### config.mk
export PLATFORM = sky130hd
export DESIGN_NAME = fpUnit
export DESIGN_NICKNAME = d
export VERILOG_FILES = /design/src/fpuPkg.sv /design/src/fpAdder.sv /design/src/fpMultiplier.sv /design/src/fpDivider.sv /design/src/fpUnit.sv
export VERILOG_INCLUDE_DIRS = /design/src
export SDC_FILE = /design/constraint.sdc
export NUM_CORES = 1
export LEC_CHECK = 0
export BUFFER_PORTS_ARGS = -buffer_cell sky130_fd_sc_hd__buf_2
export CORE_MARGIN = 2
export CORE_UTILIZATION = 52
export DETAILED_ROUTE_END_ITERATION = 7
export PLACE_DENSITY = 0.67
export SLEW_MARGIN = 20
export SYNTH_ARGS = -nofsm -noshare
export SYNTH_HDL_FRONTEND = slang
export SYNTH_SLANG_ARGS = --single-unit
### constraint.sdc
create_clock -name clk -period 10.3 [get_ports clk]
set_input_delay 1.03 -clock clk [delete_from_list [all_inputs] [get_ports clk]]
set_output_delay 1.03 -clock clk [all_outputs]
set_load 0.01 [all_outputs]
### src/fpu_defs.svh
`ifndef FPU_DEFS_SVH
`define FPU_DEFS_SVH

// word layout
`define FP_WIDTH 32
`define FP_BIAS 127

// exponent of 2**23, a 24-bit integer is exact here
`define FLT_EXPO 8'h96

// iterations of the sequential blocks
`define MUL_STEPS 24
`define DIV_STEPS 25

`endif

### src/fpuPkg.sv
package fpuPkg;

`include "fpu_defs.svh"

  typedef enum logic [2:0] {
    opAdd   = 3'd0,
    opFlt   = 3'd1,  // integer to float
    opFloor = 3'd2,  // float to integer
    opMul   = 3'd3,
    opDiv   = 3'd4
  } fpOpT;

  typedef struct packed {
    logic        sign;
    logic [7:0]  expo;  // biased, zero means zero
    logic [22:0] frac;  // hidden one not stored
  } fpFieldsT;

  // one bus word, seen as a float or as a signed integer
  typedef union packed {
    fpFieldsT                 fld;
    logic [`FP_WIDTH-1:0]     intVal;
  } fpWordT;

endpackage

### src/fpAdder.sv
`timescale 1ns/10ps

`include "fpu_defs.svh"

module fpAdder import fpuPkg::*; (
  input  logic   clk,
  input  logic   rstN,
  input  logic   en,
  input  logic   run,
  input  logic   u,      // FLT
  input  logic   v,      // FLOOR
  input  fpWordT x,
  input  fpWordT y,
  output logic   stall,
  output fpWordT z
);

  logic [1:0] state;

  logic xs, ys, xn, yn;  // signs, zero flags
  logic [7:0] xe, ye;
  logic [24:0] xm, ym;
  logic [24:0] x0, y0;

  logic [8:0] dx, dy, e0, e1;
  logic [7:0] sx, sy;  // alignment shifts
  logic [24:0] x3, y3;

  logic [26:0] sum;
  logic [26:0] s;
  logic [4:0] sc;  // normalization shift
  logic [24:0] t2, t3;

  // arithmetic right shift with sign fill that saturates at 32
  function automatic logic [24:0] alignMant(
    input logic [24:0] m,
    input logic        sgn,
    input logic [7:0]  sh
  );
    logic signed [25:0] ext;
    ext = {sgn, m};
    if (sh[7:5] != 3'd0) begin
      return {25{sgn}};
    end
    ext = ext >>> sh[4:0];
    return ext[24:0];
  endfunction

  // unpack
  assign xs = x.fld.sign;
  assign xe = u ? `FLT_EXPO : x.fld.expo;
  assign xm = u ? {x.intVal[23:0], 1'b0} : {1'b1, x.fld.frac, 1'b0};
  assign xn = u ? (x.intVal == '0) : (x.fld.expo == 8'd0);
  assign ys = y.fld.sign;
  assign ye = y.fld.expo;
  assign ym = {~u & ~v, y.fld.frac, 1'b0};  // no hidden one for FLT/FLOOR anchor
  assign yn = (y.fld.expo == 8'd0);

  assign dx = {1'b0, xe} - {1'b0, ye};
  assign dy = {1'b0, ye} - {1'b0, xe};
  assign e0 = dx[8] ? {1'b0, ye} : {1'b0, xe};  // larger exponent
  assign sx = dy[8] ? 8'd0 : dy[7:0];
  assign sy = dx[8] ? 8'd0 : dx[7:0];

  // negate by sign unless the input is already a signed integer
  assign x0 = (xs & ~u) ? -xm : xm;
  assign y0 = (ys & ~u) ? -ym : ym;

  // stage 1 aligns
  always_ff @(posedge clk) begin
    if (en) begin
      x3 <= alignMant(x0, xs, sx);
      y3 <= alignMant(y0, ys, sy);
    end
  end

  // stage 2 adds
  always_ff @(posedge clk) begin
    if (en) begin
      sum <= {xs, xs, x3} + {ys, ys, y3};
    end
  end

  assign s = sum[26] ? -sum : sum;  // magnitude

  // leading one found by pairs of bits
  always_comb begin
    sc = 5'd24;  // nothing found above bit 2
    for (int k = 0; k < 12; k++) begin
      if (s[2*k+3] | s[2*k+2]) begin
        sc = 5'(22 - 2*k) + (s[2*k+3] ? 5'd0 : 5'd1);
      end
    end
  end

  assign e1 = e0 - {4'd0, sc} + 9'd1;
  assign t2 = s[25:1] << sc;

  // stage 3 normalizes
  always_ff @(posedge clk) begin
    if (en) begin
      t3 <= t2;
    end
  end

  assign stall = run & (state != 2'd3);

  always_ff @(posedge clk or negedge rstN) begin
    if (!rstN) begin
      state <= 2'd0;
    end else if (en) begin
      state <= run ? state + 2'd1 : 2'd0;
    end
  end

  always_comb begin
    if (v) begin
      z.intVal = {{7{sum[26]}}, sum[25:1]};  // FLOOR
    end else if (xn) begin
      z = (u | yn) ? fpWordT'('0) : y;
    end else if (yn) begin
      z = x;
    end else if ((t3 == '0) || e1[8]) begin
      z.intVal = '0;  // cancellation or underflow
    end else begin
      z.fld.sign = sum[26];
      z.fld.expo = e1[7:0];
      z.fld.frac = t3[23:1];
    end
  end

  // a new operation starts from a cleared step count
  assert property (@(posedge clk) disable iff (!rstN) $rose(run) |-> (state == 2'd0));

endmodule

### src/fpMultiplier.sv
`timescale 1ns/10ps

`include "fpu_defs.svh"

module fpMultiplier import fpuPkg::*; (
  input  logic   clk,
  input  logic   rstN,
  input  logic   en,
  input  logic   run,
  input  fpWordT x,
  input  fpWordT y,
  output logic   stall,
  output fpWordT z
);

  localparam int LastStep = `MUL_STEPS + 1;
  localparam int CntW = $clog2(LastStep + 1);

  logic [CntW-1:0] cnt;
  logic [47:0] prod;  // high half accumulates while low half shifts out the multiplier
  logic [23:0] mcand;
  logic [24:0] partial;
  logic signed [9:0] e;
  logic zeroRes;

  assign mcand = {1'b1, x.fld.frac};
  assign partial = {1'b0, prod[47:24]} + (prod[0] ? {1'b0, mcand} : 25'd0);

  assign stall = run & (cnt != CntW'(LastStep));

  always_ff @(posedge clk or negedge rstN) begin
    if (!rstN) begin
      cnt <= '0;
    end else if (en) begin
      if (!run) begin
        cnt <= '0;
      end else if (cnt != CntW'(LastStep)) begin
        cnt <= cnt + 1'b1;
      end
    end
  end

  always_ff @(posedge clk) begin
    if (en && run) begin
      if (cnt == '0) begin
        prod <= {24'd0, 1'b1, y.fld.frac};  // load multiplier
      end else if (cnt <= CntW'(`MUL_STEPS)) begin
        prod <= {partial, prod[23:1]};  // one shift-and-add step
      end
    end
  end

  // product of two values in [1,2) lies in [1,4)
  assign e = 10'(x.fld.expo) + 10'(y.fld.expo) - 10'(`FP_BIAS) + 10'(prod[47]);

  assign zeroRes = (x.fld.expo == 8'd0) || (y.fld.expo == 8'd0) || (e <= 0);

  always_comb begin
    if (zeroRes) begin
      z.intVal = '0;
    end else begin
      z.fld.sign = x.fld.sign ^ y.fld.sign;
      z.fld.expo = e[7:0];
      z.fld.frac = prod[47] ? prod[46:24] : prod[45:23];  // truncated
    end
  end

  // the multiplicand is read on every step
  assert property (@(posedge clk) disable iff (!rstN) stall |=> $stable(x.intVal));

endmodule

### src/fpDivider.sv
`timescale 1ns/10ps

`include "fpu_defs.svh"

module fpDivider import fpuPkg::*; (
  input  logic   clk,
  input  logic   rstN,
  input  logic   en,
  input  logic   run,
  input  fpWordT x,
  input  fpWordT y,
  output logic   stall,
  output fpWordT z
);

  localparam int LastStep = `DIV_STEPS + 1;
  localparam int CntW = $clog2(LastStep + 1);

  logic [CntW-1:0] cnt;
  logic [24:0] rem;   // partial remainder stays below twice the divisor
  logic [24:0] quo;   // msb has weight 1.0
  logic [23:0] dvsr;
  logic [25:0] diff;
  logic qBit;
  logic signed [9:0] e;
  logic zeroRes;

  assign dvsr = {1'b1, y.fld.frac};
  assign diff = {1'b0, rem} - {2'b00, dvsr};
  assign qBit = ~diff[25];  // remainder covers the divisor

  assign stall = run & (cnt != CntW'(LastStep));

  always_ff @(posedge clk or negedge rstN) begin
    if (!rstN) begin
      cnt <= '0;
    end else if (en) begin
      if (!run) begin
        cnt <= '0;
      end else if (cnt != CntW'(LastStep)) begin
        cnt <= cnt + 1'b1;
      end
    end
  end

  always_ff @(posedge clk) begin
    if (en && run) begin
      if (cnt == '0) begin
        rem <= {1'b0, 1'b1, x.fld.frac};
        quo <= '0;
      end else if (cnt <= CntW'(`DIV_STEPS)) begin
        rem <= (qBit ? diff[24:0] : rem) << 1;  // restore by keeping rem
        quo <= {quo[23:0], qBit};
      end
    end
  end

  // quotient in (0.5,2) needs one left shift at most
  assign e = 10'(x.fld.expo) - 10'(y.fld.expo) + 10'(`FP_BIAS) - (quo[24] ? 10'd0 : 10'd1);

  assign zeroRes = (x.fld.expo == 8'd0) || (e <= 0);

  always_comb begin
    if (zeroRes) begin
      z.intVal = '0;
    end else begin
      z.fld.sign = x.fld.sign ^ y.fld.sign;
      z.fld.expo = e[7:0];
      z.fld.frac = quo[24] ? quo[23:1] : quo[22:0];
    end
  end

  // the CPU never divides by zero
  assert property (@(posedge clk) disable iff (!rstN) run |-> (y.fld.expo != 8'd0));

endmodule

### src/fpUnit.sv
`timescale 1ns/10ps

`include "fpu_defs.svh"

module fpUnit import fpuPkg::*; (
  input  logic   clk,
  input  logic   rstN,
  input  logic   en,
  input  logic   run,
  input  fpOpT   op,
  input  fpWordT x,
  input  fpWordT y,
  output logic   stall,
  output fpWordT z
);

  // 2**23 as a float, fixes the binary point for FLT and FLOOR
  localparam logic [`FP_WIDTH-1:0] FltAnchor = {1'b0, `FLT_EXPO, 23'd0};

  logic isAdd, u, v;
  logic runAdd, runMul, runDiv;
  logic stallAdd, stallMul, stallDiv;
  fpWordT yAdd, zAdd, zMul, zDiv;

  assign u = (op == opFlt);
  assign v = (op == opFloor);
  assign isAdd = (op == opAdd) | u | v;

  assign runAdd = run & isAdd;
  assign runMul = run & (op == opMul);
  assign runDiv = run & (op == opDiv);

  assign yAdd.intVal = (u | v) ? FltAnchor : y.intVal;

  fpAdder adder (
    .clk(clk), .rstN(rstN), .en(en), .run(runAdd), .u(u), .v(v),
    .x(x), .y(yAdd), .stall(stallAdd), .z(zAdd)
  );

  fpMultiplier mul (
    .clk(clk), .rstN(rstN), .en(en), .run(runMul),
    .x(x), .y(y), .stall(stallMul), .z(zMul)
  );

  fpDivider div (
    .clk(clk), .rstN(rstN), .en(en), .run(runDiv),
    .x(x), .y(y), .stall(stallDiv), .z(zDiv)
  );

  assign stall = stallAdd | stallMul | stallDiv;

  always_comb begin
    case (op)
      opMul:   z = zMul;
      opDiv:   z = zDiv;
      default: z = zAdd;  // add, FLT, FLOOR
    endcase
  end

  // a block mid-operation must keep its op select
  assert property (@(posedge clk) disable iff (!rstN) stall |=> $stable(op));

endmodule

# --- Yosys cells after proc, flatten, opt, wreduce, memory -nomap -nowiden ---
# Cells that the tools add are included.
totals:
  reg_bits: 212
  latchBits: 0
  mem_bits_rw: 0
  romBits: 0
  inputBits: 71
  out_inout_bits: 33
  memories: 0
op_classes:
  add_sub_neg: 30
  n_mul: 0
  n_div: 0
  n_lt_le_gt_ge: 4
  n_eq_ne: 9
  shift: 3
  muxes: 65
  bitwise: 31
  n_reduce_logical: 22
ops:
  columns: ["operator", "n"]
  rows:
  - ["$mux W32", 8]
  - ["$mux W25", 9]
  - ["$mux W23", 4]
  - ["$mux W5", 16]
  - ["$pmux W32 S2", 1]
  - ["$sshr A26 B5 Y25", 2]
  - ["$neg A25 Y25", 2]
  - ["$mux W24", 2]
  - ["$mux W48", 1]
  - ["$logic_not A32 Y1", 1]
  - ["$mux W8", 4]
  - ["$add A26 B26 Y27", 1]
  - ["$sub A8 B8 Y9", 3]
  - ["$mux W26", 1]
  - ["$neg A26 Y26", 1]
  - ["$sub A25 B24 Y26", 1]
  - ["$add A24 B25 Y25", 1]
  - ["$logic_not A25 Y1", 1]
  - ["$shl A25 B5 Y25", 1]
  - ["$logic_not A8 Y1", 3]
  - ["$add A4 B5 Y5 const A", 4]
  - ["$add A5 B5 Y5 const A", 4]
  - ["$le A10 B1 Y1 const B", 2]
  - ["$mux W1", 18]
  - ["other kinds (29)", 73]

# --- Longest topological paths before layout ---
logic_depth:
  ltp_word: 24
  depth_mapped: 33
  ltp_nobuf: 28

# --- By module ---
# A second synthesis with hierarchy kept.
hier_totals:
  cells_unflattened: 2875
  hier_area_um2: 23891.7
by_module_without_submodules:
  columns: ["module", "n_inst", "cells_each", "area_per_inst_um2", "seq_area_each_um2"]
  rows:
  - ["fpAdder", 1, 1607, 13165.1, 3113.0]
  - ["fpDivider", 1, 537, 4790.8, 1626.6]
  - ["fpMultiplier", 1, 532, 4616.9, 1566.5]
  - ["fpUnit", 1, 199, 1318.8, 0.0]

# --- Worst setup path after synthesis ---
# Ideal clock, no wire load.
synth_path:
  kind: "input port to output port"
  from: "input op[0]"
  to: "output z[31] (netlist name)"
  arrival_ns: 7.576
  setup_slack_ns: 1.694
  path_stages: 32
  path_buffers: 8
  cell_sequence: "clkbuf_1 > xnor2_1 > nor2_1 > clkbuf_1 > clkbuf_1 > clkbuf_1 > clkbuf_1 > nor2_1 > inv_1 > ha_1 > a21o_1 > a21oi_1 > o21bai_1 > a2111o_1 > clkbuf_1 > and2_1 > clkbuf_1 > nor2_1 > a21oi_1 > ha_1 > ha_1 > a21o_1 > a21oi_1 > o21bai_1 > a21oi_1 > o21bai_1 > a21oi_1 > xnor2_1 > nor3b_2 > clkbuf_1 > a221oi_1 > o32ai_1"
synth_lines:
  columns: ["element", "line", "source"]
  rows:
  - ["start: declaration", "fpUnit.sv:10", "input fpOpT op,"]
  - ["end: declaration", "fpUnit.sv:14", "output fpWordT z"]

==> reports/metrics.yaml <==
critical_path:
  slowest_delay_ns: 0.61
  critPathMaxFanout: 19
  cpMaxStageDelayCell: "nor3b_2"
  crit_path_frequent_cell: "a21oi_1"
  r2r_slack_ns: 5.19
  cp.arrival_ns: 8.16
  cp_data_required_time_ns: 9.27
  critPathCaptureType: "primary output"
  startpoint_type: "input pin"
  reg2reg_depth: 15
  path_class: "in -> out"
floorplan:
  fp.dieW_um: 211
  fp.dieH_um: 211
  core_area_um2: 42200
  io_pins: 104
  dieArea_um2: 44700
  fp-row-count: 75
  start_util: 0.530
grt:
  grt_pass1_vias: 19800
  grt_max_degree: 69
  grt_overflow: 0
  antenna_found_initial: 4
  grt_pass1_wl_um: 119000
  grt.total_usage: 0.349
clock_tree:
  post_cts.repair.setup_buffers: 0
  clk_latency_ns: 0.54
  cts.sinks: 212
  hold_buffers: 0
  cts_tree: "done"
  htreeDepth: 1
  cts_resized: 0
  cts-root-buf: "clkbuf_16"
  numCtsBuffers: 25
  cts_buffer_depth: 3
  path_clk_slew_ns: 0.07
routing:
  ant_nets: 0
  viasPerCell: 6.72
  wire_per_inst_um: 24.8
  drt_iter0_drc: 2477
  wirelength_um: 79600
  vias: 21500
  first_pass_iters: 6
  drc_errors: 0
timing:
  fin_worst_skew_ns: 0.0127
  drv_slew: 0
  tns_ns: 0
  slew_headroom: 0.258
  post-route-period-util: 0.893
  worst_hold_slack_ns: 0.349
  final-hold-violation-count: 0
  worst_slew_pin_slew_ns: 1.11
  rsz0062_at_grt: "no"
  clock.fmax_ghz: 0.109
  setup_viol: 0
  fin_crit_ns: 9.19
final_layout:
  fin_nets: 2861
  register_area_um2: 6310
  drive_above_1_share: 0.103
  final_common_cell: "nand2_1"
  mostFrequentLayoutCells: "231 x nand2_1, 214 x nor2_1, 200 x edfxtp_1"
  multi_input_area_um2: 14900
  fillers: 3846
  area_delta_synth_final_pct: 7.03
yosys:
  yosysSeqAreaShare: 0.282
  yosys_warnings: 0
  async_flop_share: 0.0566
  netlist.area_leader.share: 0.268
  synthCells: 2651
  post_synth.cell_area_avg_um2: 8.44
  yosysTopAreaCell: "edfxtp_1"
  syn_area_um2: 22400
  ys_seq_elements: 212
  ys_top_cells_by_area: "edfxtp_1 27%, ha_1 7.7%, mux2i_1 6.4%"
  synth_cell_types: 109
  synth_edf_count: 200
  ys.flop_type: "edfxtp_1"
  synth_nets: 2869
place:
  hpwl_um: 62000
  port-buffer-count: 103
  gp_congestion: 1.02
outcome:
  status: "complete, no violations"
job:
  max_cap_violations: 0
worst_hold_path:
  min_path_type: "in -> async"
pwr:
  p_leak_nw: 9.62
  totalPowerFinal_mw: 5.54
  ir_drop_mv: 0.136
  p_per_area_nw_per_um2: 231
## cell usage after synthesis (all sizes together), types with 32 or more instances
master,number
mux2i,142
a31oi,43
o221ai,37
mux2,48
o21ai,163
a21oi,173
o22ai,32
inv,141
xor2,53
xnor2,103
ha,138
a211oi,36
nor3,81
nor2,217
buf,38
edfxtp,200
and3,33
nand3,76
nand2,233
clkbuf,123
and2,35
nor2b,45
a21o,33
## sequential cells by signal (all words and copies together), names as in the netlist
name,cells
adder.state,2
adder.sum,27
adder.t3,25
adder.x3,25
adder.y3,25
div.cnt,5
div.quo,25
div.rem,25
mul.cnt,5
mul.prod,48
## per-stage QoR
| stage | area, µm² | std cells | setup slack (ns) | utilization |
|---|---|---|---|---|
| floorplan | 22400 | 2651 | 1.69 | - |
| global placement | 23100 | 3155 | 1.40 | 0.547 |
| detailed placement | 23100 | 3155 | 1.22 | 0.547 |
| CTS | 23900 | 3201 | 1.20 | 0.567 |
| global route | 23900 | 3202 | 0.585 | 0.567 |
| finish | 23900 | 3203 | 1.11 | 0.567 |
## area by class of cell
| type | instances | share of cell area |
|---|---|---|
| flip-flops and latches | 212 | 0.263 |
| multi-input cells | 2134 | 0.623 |
| well taps | 539 | 0.0282 |
| clock buffers | 31 | 0.0271 |
| clock inverters | 15 | 0.00706 |
| inverters | 144 | 0.0226 |
| diodes | 2 | 0.000209 |
| repair buffers | 126 | 0.0288 |
## cell families (layout without fill, tap and decap cells)
| logic type | after synthesis | count (layout) | synth area share |
|---|---|---|---|
| AND/OR/NAND/NOR | 855 | 855 | 0.188 |
| AO/OA/AOI/OAI | 786 | 786 | 0.240 |
| buffers and inverters | 305 | 316 | 0.0550 |
| flip-flops | 212 | 212 | 0.282 |
| multiplexers | 190 | 190 | 0.0879 |
| XOR/XNOR | 156 | 156 | 0.0618 |
| adder cells (fa/ha/maj) | 147 | 147 | 0.0852 |
| other | 0 | 2 | 0 |
## path summary, 6_finish.rpt
path / start / to
worst max-delay path: op[1] / z[0]
worst min-delay path: rstN / mul.cnt[1]$_DFFE_PN0P_
worst max register to register: mul.prod[0]$_DFFE_PP_ / mul.prod[45]$_SDFFCE_PP0P_
worst min register to register: mul.prod[2]$_DFFE_PP_ / mul.prod[1]$_DFFE_PP_
max in group asynchronous: rstN / div.cnt[3]$_DFFE_PN0P_
min in group clk: mul.prod[2]$_DFFE_PP_ / mul.prod[1]$_DFFE_PP_
## routing by layer
layer	wire length (µm)	vias to the layer above	track usage
met5	0	-	0
met4	3530	0	0.146
met3	8180	194	0.0567
met2	35000	1213	0.545
met1	32800	10200	0.482
li1	-	9882	-
## power breakdown
part           internal [mW]  switching (mW)  total, mW
clock network          0.525           0.373      0.898
logic                   1.16            1.91       3.07
registers               1.24           0.325       1.56
total                   2.93            2.61       5.54
## worst max-delay path, delay by kind of cell
kind	cells	cell delay, ns
and+or+nand+nor	6	1.85
AOI/OAI and AO/OA	13	2.70
xor gates and xnor gates	2	0.65
adders and majority gates	4	1.18
buffers and inverters	5	0.76
(Power assumes the default switching activity.)
